[src/mips_config.svh]
// core sizing macros; 32-bit words only, data memory is word addressed and wraps at 128 words
`ifndef MIPS_CONFIG_SVH
`define MIPS_CONFIG_SVH

// ==============================
// datapath
// ==============================

// width of one data word and of the PC
`define DATA_WIDTH 32

// general purpose registers, index width is log2 of this
`define REG_COUNT 32

// ==============================
// memory and reset
// ==============================

// word address into the external data memory
`define DMEM_ADDR_WIDTH 7
// first fetch address after reset
`define RESET_PC 32'h0000_0000

`endif

[src/mipsPkg.sv]
// decode encodings for the supported subset only; any other code is a no-op in the core
package mipsPkg;

  // ==============================
  // primary opcodes, instr[31:26]
  // ==============================
  typedef enum logic [5:0] {
    // all R-type share opcode zero
    opR   = 6'b000000,
    // absolute jump inside the 256 MB region
    opJ   = 6'b000010,
    // jump and link into register 31
    opJal = 6'b000011,
    // branch on equal, pc relative
    opBeq = 6'b000100,
    // word load
    opLw  = 6'b100011,
    // word store
    opSw  = 6'b101011
  } opcodeT;

  // ==============================
  // R-type function codes, instr[5:0]
  // ==============================
  typedef enum logic [5:0] {
    fnAdd = 6'b100000,
    fnSub = 6'b100010,
    fnAnd = 6'b100100,
    fnOr  = 6'b100101,
    // signed compare
    fnSlt = 6'b101010
  } functT;

  // ==============================
  // internal ALU operation select
  // ==============================
  typedef enum logic [2:0] {
    // also address calc for lw and sw
    aluAdd = 3'd0,
    // also compare for beq
    aluSub = 3'd1,
    aluAnd = 3'd2,
    aluOr  = 3'd3,
    // set one on signed less-than
    aluSlt = 3'd4
  } aluOpT;

endpackage

[src/alu.sv]
// 32-bit integer ALU without overflow detection; slt compares as signed
`timescale 1ns/1ps
`include "mips_config.svh"

module alu (
  input  logic [`DATA_WIDTH-1:0] a,
  input  logic [`DATA_WIDTH-1:0] b,
  input  mipsPkg::aluOpT         op,
  output logic [`DATA_WIDTH-1:0] result,
  output logic                   zero
);

  import mipsPkg::*;

  // ==============================
  // operation select
  // ==============================
  always_comb begin
    case (op)
      aluAdd: begin
        result = a + b;
      end
      aluSub: begin
        // also feeds the beq compare
        result = a - b;
      end
      aluAnd: begin
        result = a & b;
      end
      aluOr: begin
        result = a | b;
      end
      aluSlt: begin
        // one in bit 0, rest cleared
        result = '0;
        result[0] = $signed(a) < $signed(b);
      end
      default: begin
        result = '0;
      end
    endcase
  end

  // ==============================
  // flags
  // ==============================

  // high on any zero result, not only for sub
  assign zero = (result == '0);

endmodule

[src/controlUnit.sv]
// combined main and ALU decoder; unknown opcodes and function codes decode to a no-op
`timescale 1ns/1ps
`include "mips_config.svh"

module controlUnit (
  input  mipsPkg::opcodeT opcode,
  input  mipsPkg::functT  funct,
  input  logic            rst,
  output logic            regDst,
  output logic            aluSrc,
  output logic            memToReg,
  output logic            regWrite,
  output logic            memWrite,
  output logic            branch,
  output logic            jump,
  output logic            link,
  output mipsPkg::aluOpT  aluOp
);

  import mipsPkg::*;

  always_comb begin
    // default is a no-op with pc + 4
    regDst   = 1'b0;
    aluSrc   = 1'b0;
    memToReg = 1'b0;
    regWrite = 1'b0;
    memWrite = 1'b0;
    branch   = 1'b0;
    jump     = 1'b0;
    link     = 1'b0;
    aluOp    = aluAdd;

    case (opcode)
      opR: begin
        // only the five known function codes write rd
        case (funct)
          fnAdd: aluOp = aluAdd;
          fnSub: aluOp = aluSub;
          fnAnd: aluOp = aluAnd;
          fnOr:  aluOp = aluOr;
          fnSlt: aluOp = aluSlt;
          default: aluOp = aluAdd;
        endcase
        regDst   = funct inside {fnAdd, fnSub, fnAnd, fnOr, fnSlt};
        regWrite = regDst;
      end
      opLw: begin
        // rs + imm, data back into rt
        aluSrc   = 1'b1;
        memToReg = 1'b1;
        regWrite = 1'b1;
      end
      opSw: begin
        aluSrc   = 1'b1;
        memWrite = 1'b1;
      end
      opBeq: begin
        // zero flag of rs - rt decides
        aluOp  = aluSub;
        branch = 1'b1;
      end
      opJ: begin
        jump = 1'b1;
      end
      opJal: begin
        // pc + 8 into r31
        jump     = 1'b1;
        link     = 1'b1;
        regWrite = 1'b1;
      end
      default: begin
        // unknown opcode keeps defaults
        aluOp = aluAdd;
      end
    endcase

    // no writes while the core is held in reset
    if (!rst) begin
      memWrite = 1'b0;
      regWrite = 1'b0;
    end
  end

endmodule

[src/mipsCore.sv]
// single-cycle core top; imem and dmem are external with combinational reads, one instr per clk
`timescale 1ns/1ps
`include "mips_config.svh"

module mipsCore (
  input  logic                       clk,
  input  logic                       rst,
  input  logic [31:0]                instr,
  input  logic [`DATA_WIDTH-1:0]     dataReadData,
  output logic [31:0]                instrAddr,
  output logic [`DMEM_ADDR_WIDTH-1:0] dataAddr,
  output logic [`DATA_WIDTH-1:0]     dataWriteData,
  output logic                       memWriteN,
  output logic [`DATA_WIDTH-1:0]     rfWriteData
);

  import mipsPkg::*;

  // instruction fields
  opcodeT      opcode;
  functT       funct;
  logic [4:0]  rs;
  logic [4:0]  rt;
  logic [4:0]  rd;
  logic [15:0] imm;
  logic [25:0] jumpIndex;

  // immediate forms
  logic [`DATA_WIDTH-1:0] signExtImm;
  logic [`DATA_WIDTH-1:0] branchOffset;

  // decoder outputs
  logic  regDst;
  logic  aluSrc;
  logic  memToReg;
  logic  regWrite;
  logic  memWrite;
  logic  branch;
  logic  jump;
  logic  link;
  aluOpT aluOp;

  // datapath
  logic [`DATA_WIDTH-1:0] readData1;
  logic [`DATA_WIDTH-1:0] readData2;
  logic [`DATA_WIDTH-1:0] aluB;
  logic [`DATA_WIDTH-1:0] aluResult;
  logic                   aluZero;
  logic                   takeBranch;
  logic [4:0]             writeAddr;
  logic [`DATA_WIDTH-1:0] writeData;
  logic [`DATA_WIDTH-1:0] pc;
  logic [`DATA_WIDTH-1:0] pcPlus8;

  // ==============================
  // field split
  // ==============================

  // codes outside the enums decode as no-op
  assign opcode    = opcodeT'(instr[31:26]);
  assign funct     = functT'(instr[5:0]);
  assign rs        = instr[25:21];
  assign rt        = instr[20:16];
  assign rd        = instr[15:11];
  assign imm       = instr[15:0];
  assign jumpIndex = instr[25:0];

  assign signExtImm   = {{(`DATA_WIDTH-16){imm[15]}}, imm};
  // word offset to byte offset
  assign branchOffset = {signExtImm[`DATA_WIDTH-3:0], 2'b00};

  controlUnit controlUnit_i (
    .opcode   (opcode),
    .funct    (funct),
    .rst      (rst),
    .regDst   (regDst),
    .aluSrc   (aluSrc),
    .memToReg (memToReg),
    .regWrite (regWrite),
    .memWrite (memWrite),
    .branch   (branch),
    .jump     (jump),
    .link     (link),
    .aluOp    (aluOp)
  );

  // ==============================
  // register file and ALU
  // ==============================

  // destination is rt for lw, rd for R-type, r31 for jal
  assign writeAddr = link ? 5'd31 : (regDst ? rd : rt);

  registerFile registerFile_i (
    .clk       (clk),
    .rst       (rst),
    .writeEn   (regWrite),
    .readAddr1 (rs),
    .readAddr2 (rt),
    .writeAddr (writeAddr),
    .writeData (writeData),
    .readData1 (readData1),
    .readData2 (readData2)
  );

  // immediate for lw and sw
  assign aluB = aluSrc ? signExtImm : readData2;

  alu alu_i (
    .a      (readData1),
    .b      (aluB),
    .op     (aluOp),
    .result (aluResult),
    .zero   (aluZero)
  );

  // ==============================
  // write-back and next pc
  // ==============================
  assign writeData  = link ? pcPlus8 : (memToReg ? dataReadData : aluResult);
  // beq taken when rs - rt is zero
  assign takeBranch = branch & aluZero;

  programCounter programCounter_i (
    .clk          (clk),
    .rst          (rst),
    .takeBranch   (takeBranch),
    .jump         (jump),
    .branchOffset (branchOffset),
    .jumpIndex    (jumpIndex),
    .pc           (pc),
    .pcPlus8      (pcPlus8)
  );

  // external ports
  assign instrAddr     = pc;
  // byte address to word address, wraps at the memory size
  assign dataAddr      = aluResult[`DMEM_ADDR_WIDTH+1:2];
  assign dataWriteData = readData2;
  assign memWriteN     = ~memWrite;
  assign rfWriteData   = writeData;

endmodule

[src/programCounter.sv]
// PC register and next-PC select; jump beats branch, no jr and no exception vectors
`timescale 1ns/1ps
`include "mips_config.svh"

module programCounter (
  input  logic                   clk,
  input  logic                   rst,
  input  logic                   takeBranch,
  input  logic                   jump,
  input  logic [`DATA_WIDTH-1:0] branchOffset,
  input  logic [25:0]            jumpIndex,
  output logic [`DATA_WIDTH-1:0] pc,
  output logic [`DATA_WIDTH-1:0] pcPlus8
);

  logic [`DATA_WIDTH-1:0] pcPlus4;
  logic [`DATA_WIDTH-1:0] branchTarget;
  logic [`DATA_WIDTH-1:0] jumpTarget;
  logic [`DATA_WIDTH-1:0] nextPc;

  // ==============================
  // candidate targets
  // ==============================
  assign pcPlus4 = pc + `DATA_WIDTH'd4;
  // return address for jal
  assign pcPlus8 = pc + `DATA_WIDTH'd8;

  // offset is already sign extended and shifted by two
  assign branchTarget = pcPlus4 + branchOffset;

  // upper nibble kept from pc + 4
  assign jumpTarget = {pcPlus4[`DATA_WIDTH-1 -: 4], jumpIndex, 2'b00};

  // priority select
  always_comb begin
    if (jump) begin
      nextPc = jumpTarget;
    end else if (takeBranch) begin
      nextPc = branchTarget;
    end else begin
      nextPc = pcPlus4;
    end
  end

  // ==============================
  // pc register
  // ==============================
  always_ff @(posedge clk or negedge rst) begin
    if (!rst) begin
      pc <= `RESET_PC;
    end else begin
      // one instruction per edge
      pc <= nextPc;
    end
  end

endmodule

[src/registerFile.sv]
// 2 read / 1 write register array; write lands on the rising edge, index 0 is always zero
`timescale 1ns/1ps
`include "mips_config.svh"

module registerFile (
  input  logic                           clk,
  input  logic                           rst,
  input  logic                           writeEn,
  input  logic [$clog2(`REG_COUNT)-1:0]  readAddr1,
  input  logic [$clog2(`REG_COUNT)-1:0]  readAddr2,
  input  logic [$clog2(`REG_COUNT)-1:0]  writeAddr,
  input  logic [`DATA_WIDTH-1:0]         writeData,
  output logic [`DATA_WIDTH-1:0]         readData1,
  output logic [`DATA_WIDTH-1:0]         readData2
);

  // register storage
  logic [`DATA_WIDTH-1:0] regs [`REG_COUNT];

  // ==============================
  // write port
  // ==============================
  always_ff @(posedge clk or negedge rst) begin
    if (!rst) begin
      // whole file cleared on reset
      for (int i = 0; i < `REG_COUNT; i++) begin
        regs[i] <= '0;
      end
    end else if (writeEn && (writeAddr != '0)) begin
      // writes to r0 dropped
      regs[writeAddr] <= writeData;
    end
  end

  // ==============================
  // read ports
  // ==============================

  // combinational, r0 forced to zero
  assign readData1 = (readAddr1 == '0) ? '0 : regs[readAddr1];
  assign readData2 = (readAddr2 == '0) ? '0 : regs[readAddr2];

endmodule

[config.mk]
export PLATFORM = sky130hd
export DESIGN_NAME = mipsCore
export DESIGN_NICKNAME = d
export VERILOG_FILES = /design/src/mipsPkg.sv /design/src/alu.sv /design/src/controlUnit.sv /design/src/mipsCore.sv /design/src/programCounter.sv /design/src/registerFile.sv
export VERILOG_INCLUDE_DIRS = /design/src
export SDC_FILE = /design/constraint.sdc
export NUM_CORES = 2
export LEC_CHECK = 0
export BUFFER_PORTS_ARGS = -buffer_cell sky130_fd_sc_hd__buf_2
export CAP_MARGIN = 20
export CORE_MARGIN = 3
export CORE_UTILIZATION = 50
export CTS_CLUSTER_SIZE = 10
export DETAILED_ROUTE_END_ITERATION = 7
export PLACE_DENSITY = 0.78
export SYNTH_ARGS = -nofsm -noshare
export SYNTH_HDL_FRONTEND = slang
export SYNTH_HIERARCHICAL = 1
export SYNTH_SLANG_ARGS = --single-unit
[constraint.sdc]
create_clock -name clk -period 5.53 [get_ports clk]
set_clock_uncertainty 0.05 [all_clocks]
set_input_delay 0.553 -clock clk [delete_from_list [all_inputs] [get_ports clk]]
set_output_delay 0.553 -clock clk [all_outputs]
set_load 0.02 [all_outputs]
==> out/results.ini <==
[setup_path]
critPathRequiredTime_ns=6.11
critical_setup_path_class=reg2reg
critPathArrivalTime_ns=6.91
setup.worst_path.start_class=register
critical_path_peak_fanout=14
end_kind=register

[pwr]
comb_power_share_pct=30.1
netSwitchingPower_mw=7.253
power.internal_mw=14.74
power.sequential.fraction_pct=37.3
p_sw_share_pct=32.98
ir_drop_mv=0.2720
p_leak_nw=38.09
power.clock.fraction_pct=32.6
power_density_mw_per_mm2=268.3

[global_routing]
globalRouteTotalUtil_pct=35.52
grt_first_pass_wirelength_um=358100
grt.overflow.total=0
first_global_vias=54870
grt-busiest-layer=met2
groute.layer.met2.usage_pct=53.93
globalRouteMet1Util_pct=42.25
antenna_found_initial=7
grt_util_met3_pct=14.20
grt_start_max_net_pins=170

[synth]
syn-cell-area_mm2=0.06521
yosys_warnings=6
syn_inst=5168
synth_enable_flop_cells=0
synth.avg_cell_area_um2=12.62
synth-async-reset-ratio_pct=100.0
yosys.cell_types.count=102
yosysSeqAreaShare_pct=40.52
synth_top_flop_cell=dfrtp_1
ys_seq_elements=1056

[finish]
design.final.nets=6264
area.growth.synth_to_final_pct=25.69
layout-drive-gt1-share_pct=55.21
fillCellCount=9039
final-seq-area_mm2=0.02643
multi_input_comb_area_mm2=0.03827
final_std_cells_w_o_fill=7809

[sta]
hold_viol=0
fin_worst_hold_slack_ns=0.06136
timing.final.ws_setup_ns=-0.7984
setup_viol=82
timing_worst_slew_pin_value_ns=1.246
part_of_the_cycle_the_worst_path_needs_pct=114.4
max_freq_mhz=158.0
final_period_minus_worst_setup_slack_ns=6.328
grt_setup_unrepaired=true
max_slew_margin_pct=16.96
drv_slew=0

[placed_design]
placedCellCount=7518
port_buffers=169
place.gp.congestion=0.9680
estimated_wirelength_of_the_detail_placed_design_um=160200

[routing]
via_per_inst=6.861
finalWirelength_um=247700
wl_per_cell_um=31.72
vias=53580
drtIter0Drc=6615
drt_first_pass_iters=6
route.antenna.remaining_nets=0
drt_drc_violations_left=0

[status]
violations=setup timing
status=finished with violations

[clock_tree]
clock_edge_transition_at_the_registers_on_the_reported_setup_and_hold_paths_ns=0.06
cts_tree=yes
ctsRootBufferMaster=clkbuf_16
cts_bufs_inserted=118
cts_max_level=3
ctsLongestPathBuffers=3
clkSinkCount=1056
worst_skew_pair.late_latency_ns=0.76

[floorplanning]
horiz_die_dim_um=367.1
start_util_pct=50.75
io_pins=170
core_mm2=0.1285
chipHeight_um=367.1
die_area_mm2=0.1348
num_rows=131

[hold_path]
hp_class=in2reg

[flow_run]
max_cap_violations=0

-- cells by family after synthesis --
logic type / Yosys count / share of synthesized area [%]
muxes: 1698 / 36.79
AOI/OAI and AO/OA: 857 / 8.916
adders and majority gates: 148 / 2.874
buffers and inverters: 649 / 4.480
and+or+nand+nor: 666 / 5.163
other: 1 / 0.005750
xor gates and xnor gates: 93 / 1.249
DFF: 1056 / 40.52
-- cell type report --
cell class              instances  area share, %
repair buffers               1282          13.81
clock buffers                 139          3.862
clock inverters                 6         0.1420
diodes                          5        0.01527
inverters                     126         0.6014
multi-input cells            3466          46.69
well taps                    1729          2.639
flip-flops and latches       1056          32.24
-- Yosys cell counts (36+ instances only) --
cell	n	share of area, %
xnor2_1	64	0.86
nor3_1	36	0.28
buf_4	40	0.46
mux2_2	1049	18
a211oi_1	92	1.1
dfrtp_1	1056	41
inv_1	123	0.71
buf_2	197	1.5
o21ai_0	200	1.5
a21oi_1	129	0.99
nand2_1	202	1.2
clkbuf_1	263	1.5
ha_1	145	2.8
mux2i_1	178	2.7
a311oi_1	64	0.86
nor2_1	144	0.83
nand3_1	44	0.34
nor2b_1	92	0.88
a221oi_1	53	0.71
a22oi_1	65	0.75
mux4_2	448	15
-- stage by stage --
stage	power, mW	setup TNS [ns]	cell area, um^2	utilization (%)	setup WS [ns]
floorplan	11.40	-1.159	65990	-	-0.1860
global placement	13.92	-493.38	75110	58.45	-1.478
detailed placement	13.98	-513.78	75110	58.45	-1.535
CTS	21.49	-28.95	80370	62.54	-0.7213
global route	22.69	-56.37	81950	63.77	-0.9743
finish	21.99	-37.99	81960	63.78	-0.7984
-- cells in the final DEF (no fill, tap or decap), types with 20 or more instances in the layout --
master	netlist	layout
a311oi_2	1	38
ha_4	0	20
a211oi_1	92	66
a21oi_1	129	99
a21o_1	29	28
nand4_1	23	23
nor2b_1	92	84
mux2i_1	178	168
o21ai_1	35	44
mux2_4	13	28
mux4_2	448	448
dfrtp_1	1056	1056
ha_1	145	120
a22oi_1	65	57
xor2_1	29	29
buf_6	5	81
buf_2	197	134
nand3_1	44	39
a21oi_2	1	28
inv_1	123	107
nand2_1	202	186
o21ai_0	200	128
clkbuf_16	0	128
nor2_1	144	106
a311oi_1	64	21
mux2_2	1049	1034
a221oi_1	53	41
o21ai_2	7	61
buf_4	40	933
nor2_4	0	27
o211ai_1	24	24
nor3_1	36	30
xnor2_1	64	60
a211oi_2	3	24
buf_12	0	95
-- path summary, 6_finish.rpt --
path,from,end,slack (ns),cells past startpoint
worst max register to register,registerFile_i/regs[257]$_DFFE_PN0P_,programCounter_i/pc[0]$_DFFE_PN0P_,-0.80,27
worst min register to register,registerFile_i/regs[1013]$_DFFE_PN0P_,registerFile_i/regs[1013]$_DFFE_PN0P_,0.35,0
worst max-delay path,registerFile_i/regs[257]$_DFFE_PN0P_,programCounter_i/pc[0]$_DFFE_PN0P_,-0.80,27
worst min-delay path,instr[7],programCounter_i/pc[9]$_DFF_PN0_,0.06,3
max in group asynchronous,rst,registerFile_i/regs[872]$_DFFE_PN0P_,2.36,5
min in group asynchronous,rst,programCounter_i/pc[4]$_DFF_PN0_,0.18,2
-- per-layer routing --
metal	up-vias	share of wire, %	wire length (um)
li1	21340	-	-
met1	27080	34	85390
met2	3995	44	110200
met3	1162	13	33280
met4	4	7.6	18860
met5	-	0.011	27
-- sequential cells by signal, summed over array words and instances, names as in the netlist --
name,cells
registerFile_i/regs,1024
programCounter_i/pc,32
-- worst max-delay path, cell delays in order (launching register included) --
cell	delay (ns)
dfrtp_1	0.39
mux4_2	0.53
a22oi_2	0.27
buf_4	0.17
a311oi_4	0.11
buf_6	0.21
mux2_4	0.30
buf_6	0.14
fa_2	0.36
a211oi_2	0.27
o211ai_1	0.19
a31o_2	0.30
buf_6	0.14
a21oi_4	0.20
buf_4	0.15
buf_6	0.09
o41ai_2	0.09
nor3_1	0.26
nand4b_1	0.23
a2111oi_4	0.32
buf_4	0.17
and4bb_1	0.21
and4b_1	0.21
and2_4	0.23
buf_4	0.18
clkbuf_16	0.19
mux2i_1	0.19
nor2_1	0.06
-- timing repair --
action	CTS	global route
pin swaps	124	113
cloned	5	8
setup buffers	89	53
resized for setup	293	233
hold endpoints to repair	28	0
setup endpoints to repair	425	408
hold buffers	1	0
-- power groups by stage --
| stage | sequential (mW) | combinational (mW) | clock (mW) |
|---|---|---|---|
| after global placement | 8.30 | 5.62 | 0 |
| after detailed placement | 8.32 | 5.65 | 0 |
| after floorplan | 8.31 | 3.09 | 0 |
| after global routing | 8.22 | 6.95 | 7.52 |
| after CTS | 8.19 | 6.11 | 7.19 |
| final | 8.20 | 6.62 | 7.17 |
Note: power is estimated with default switching activity, not from simulation.
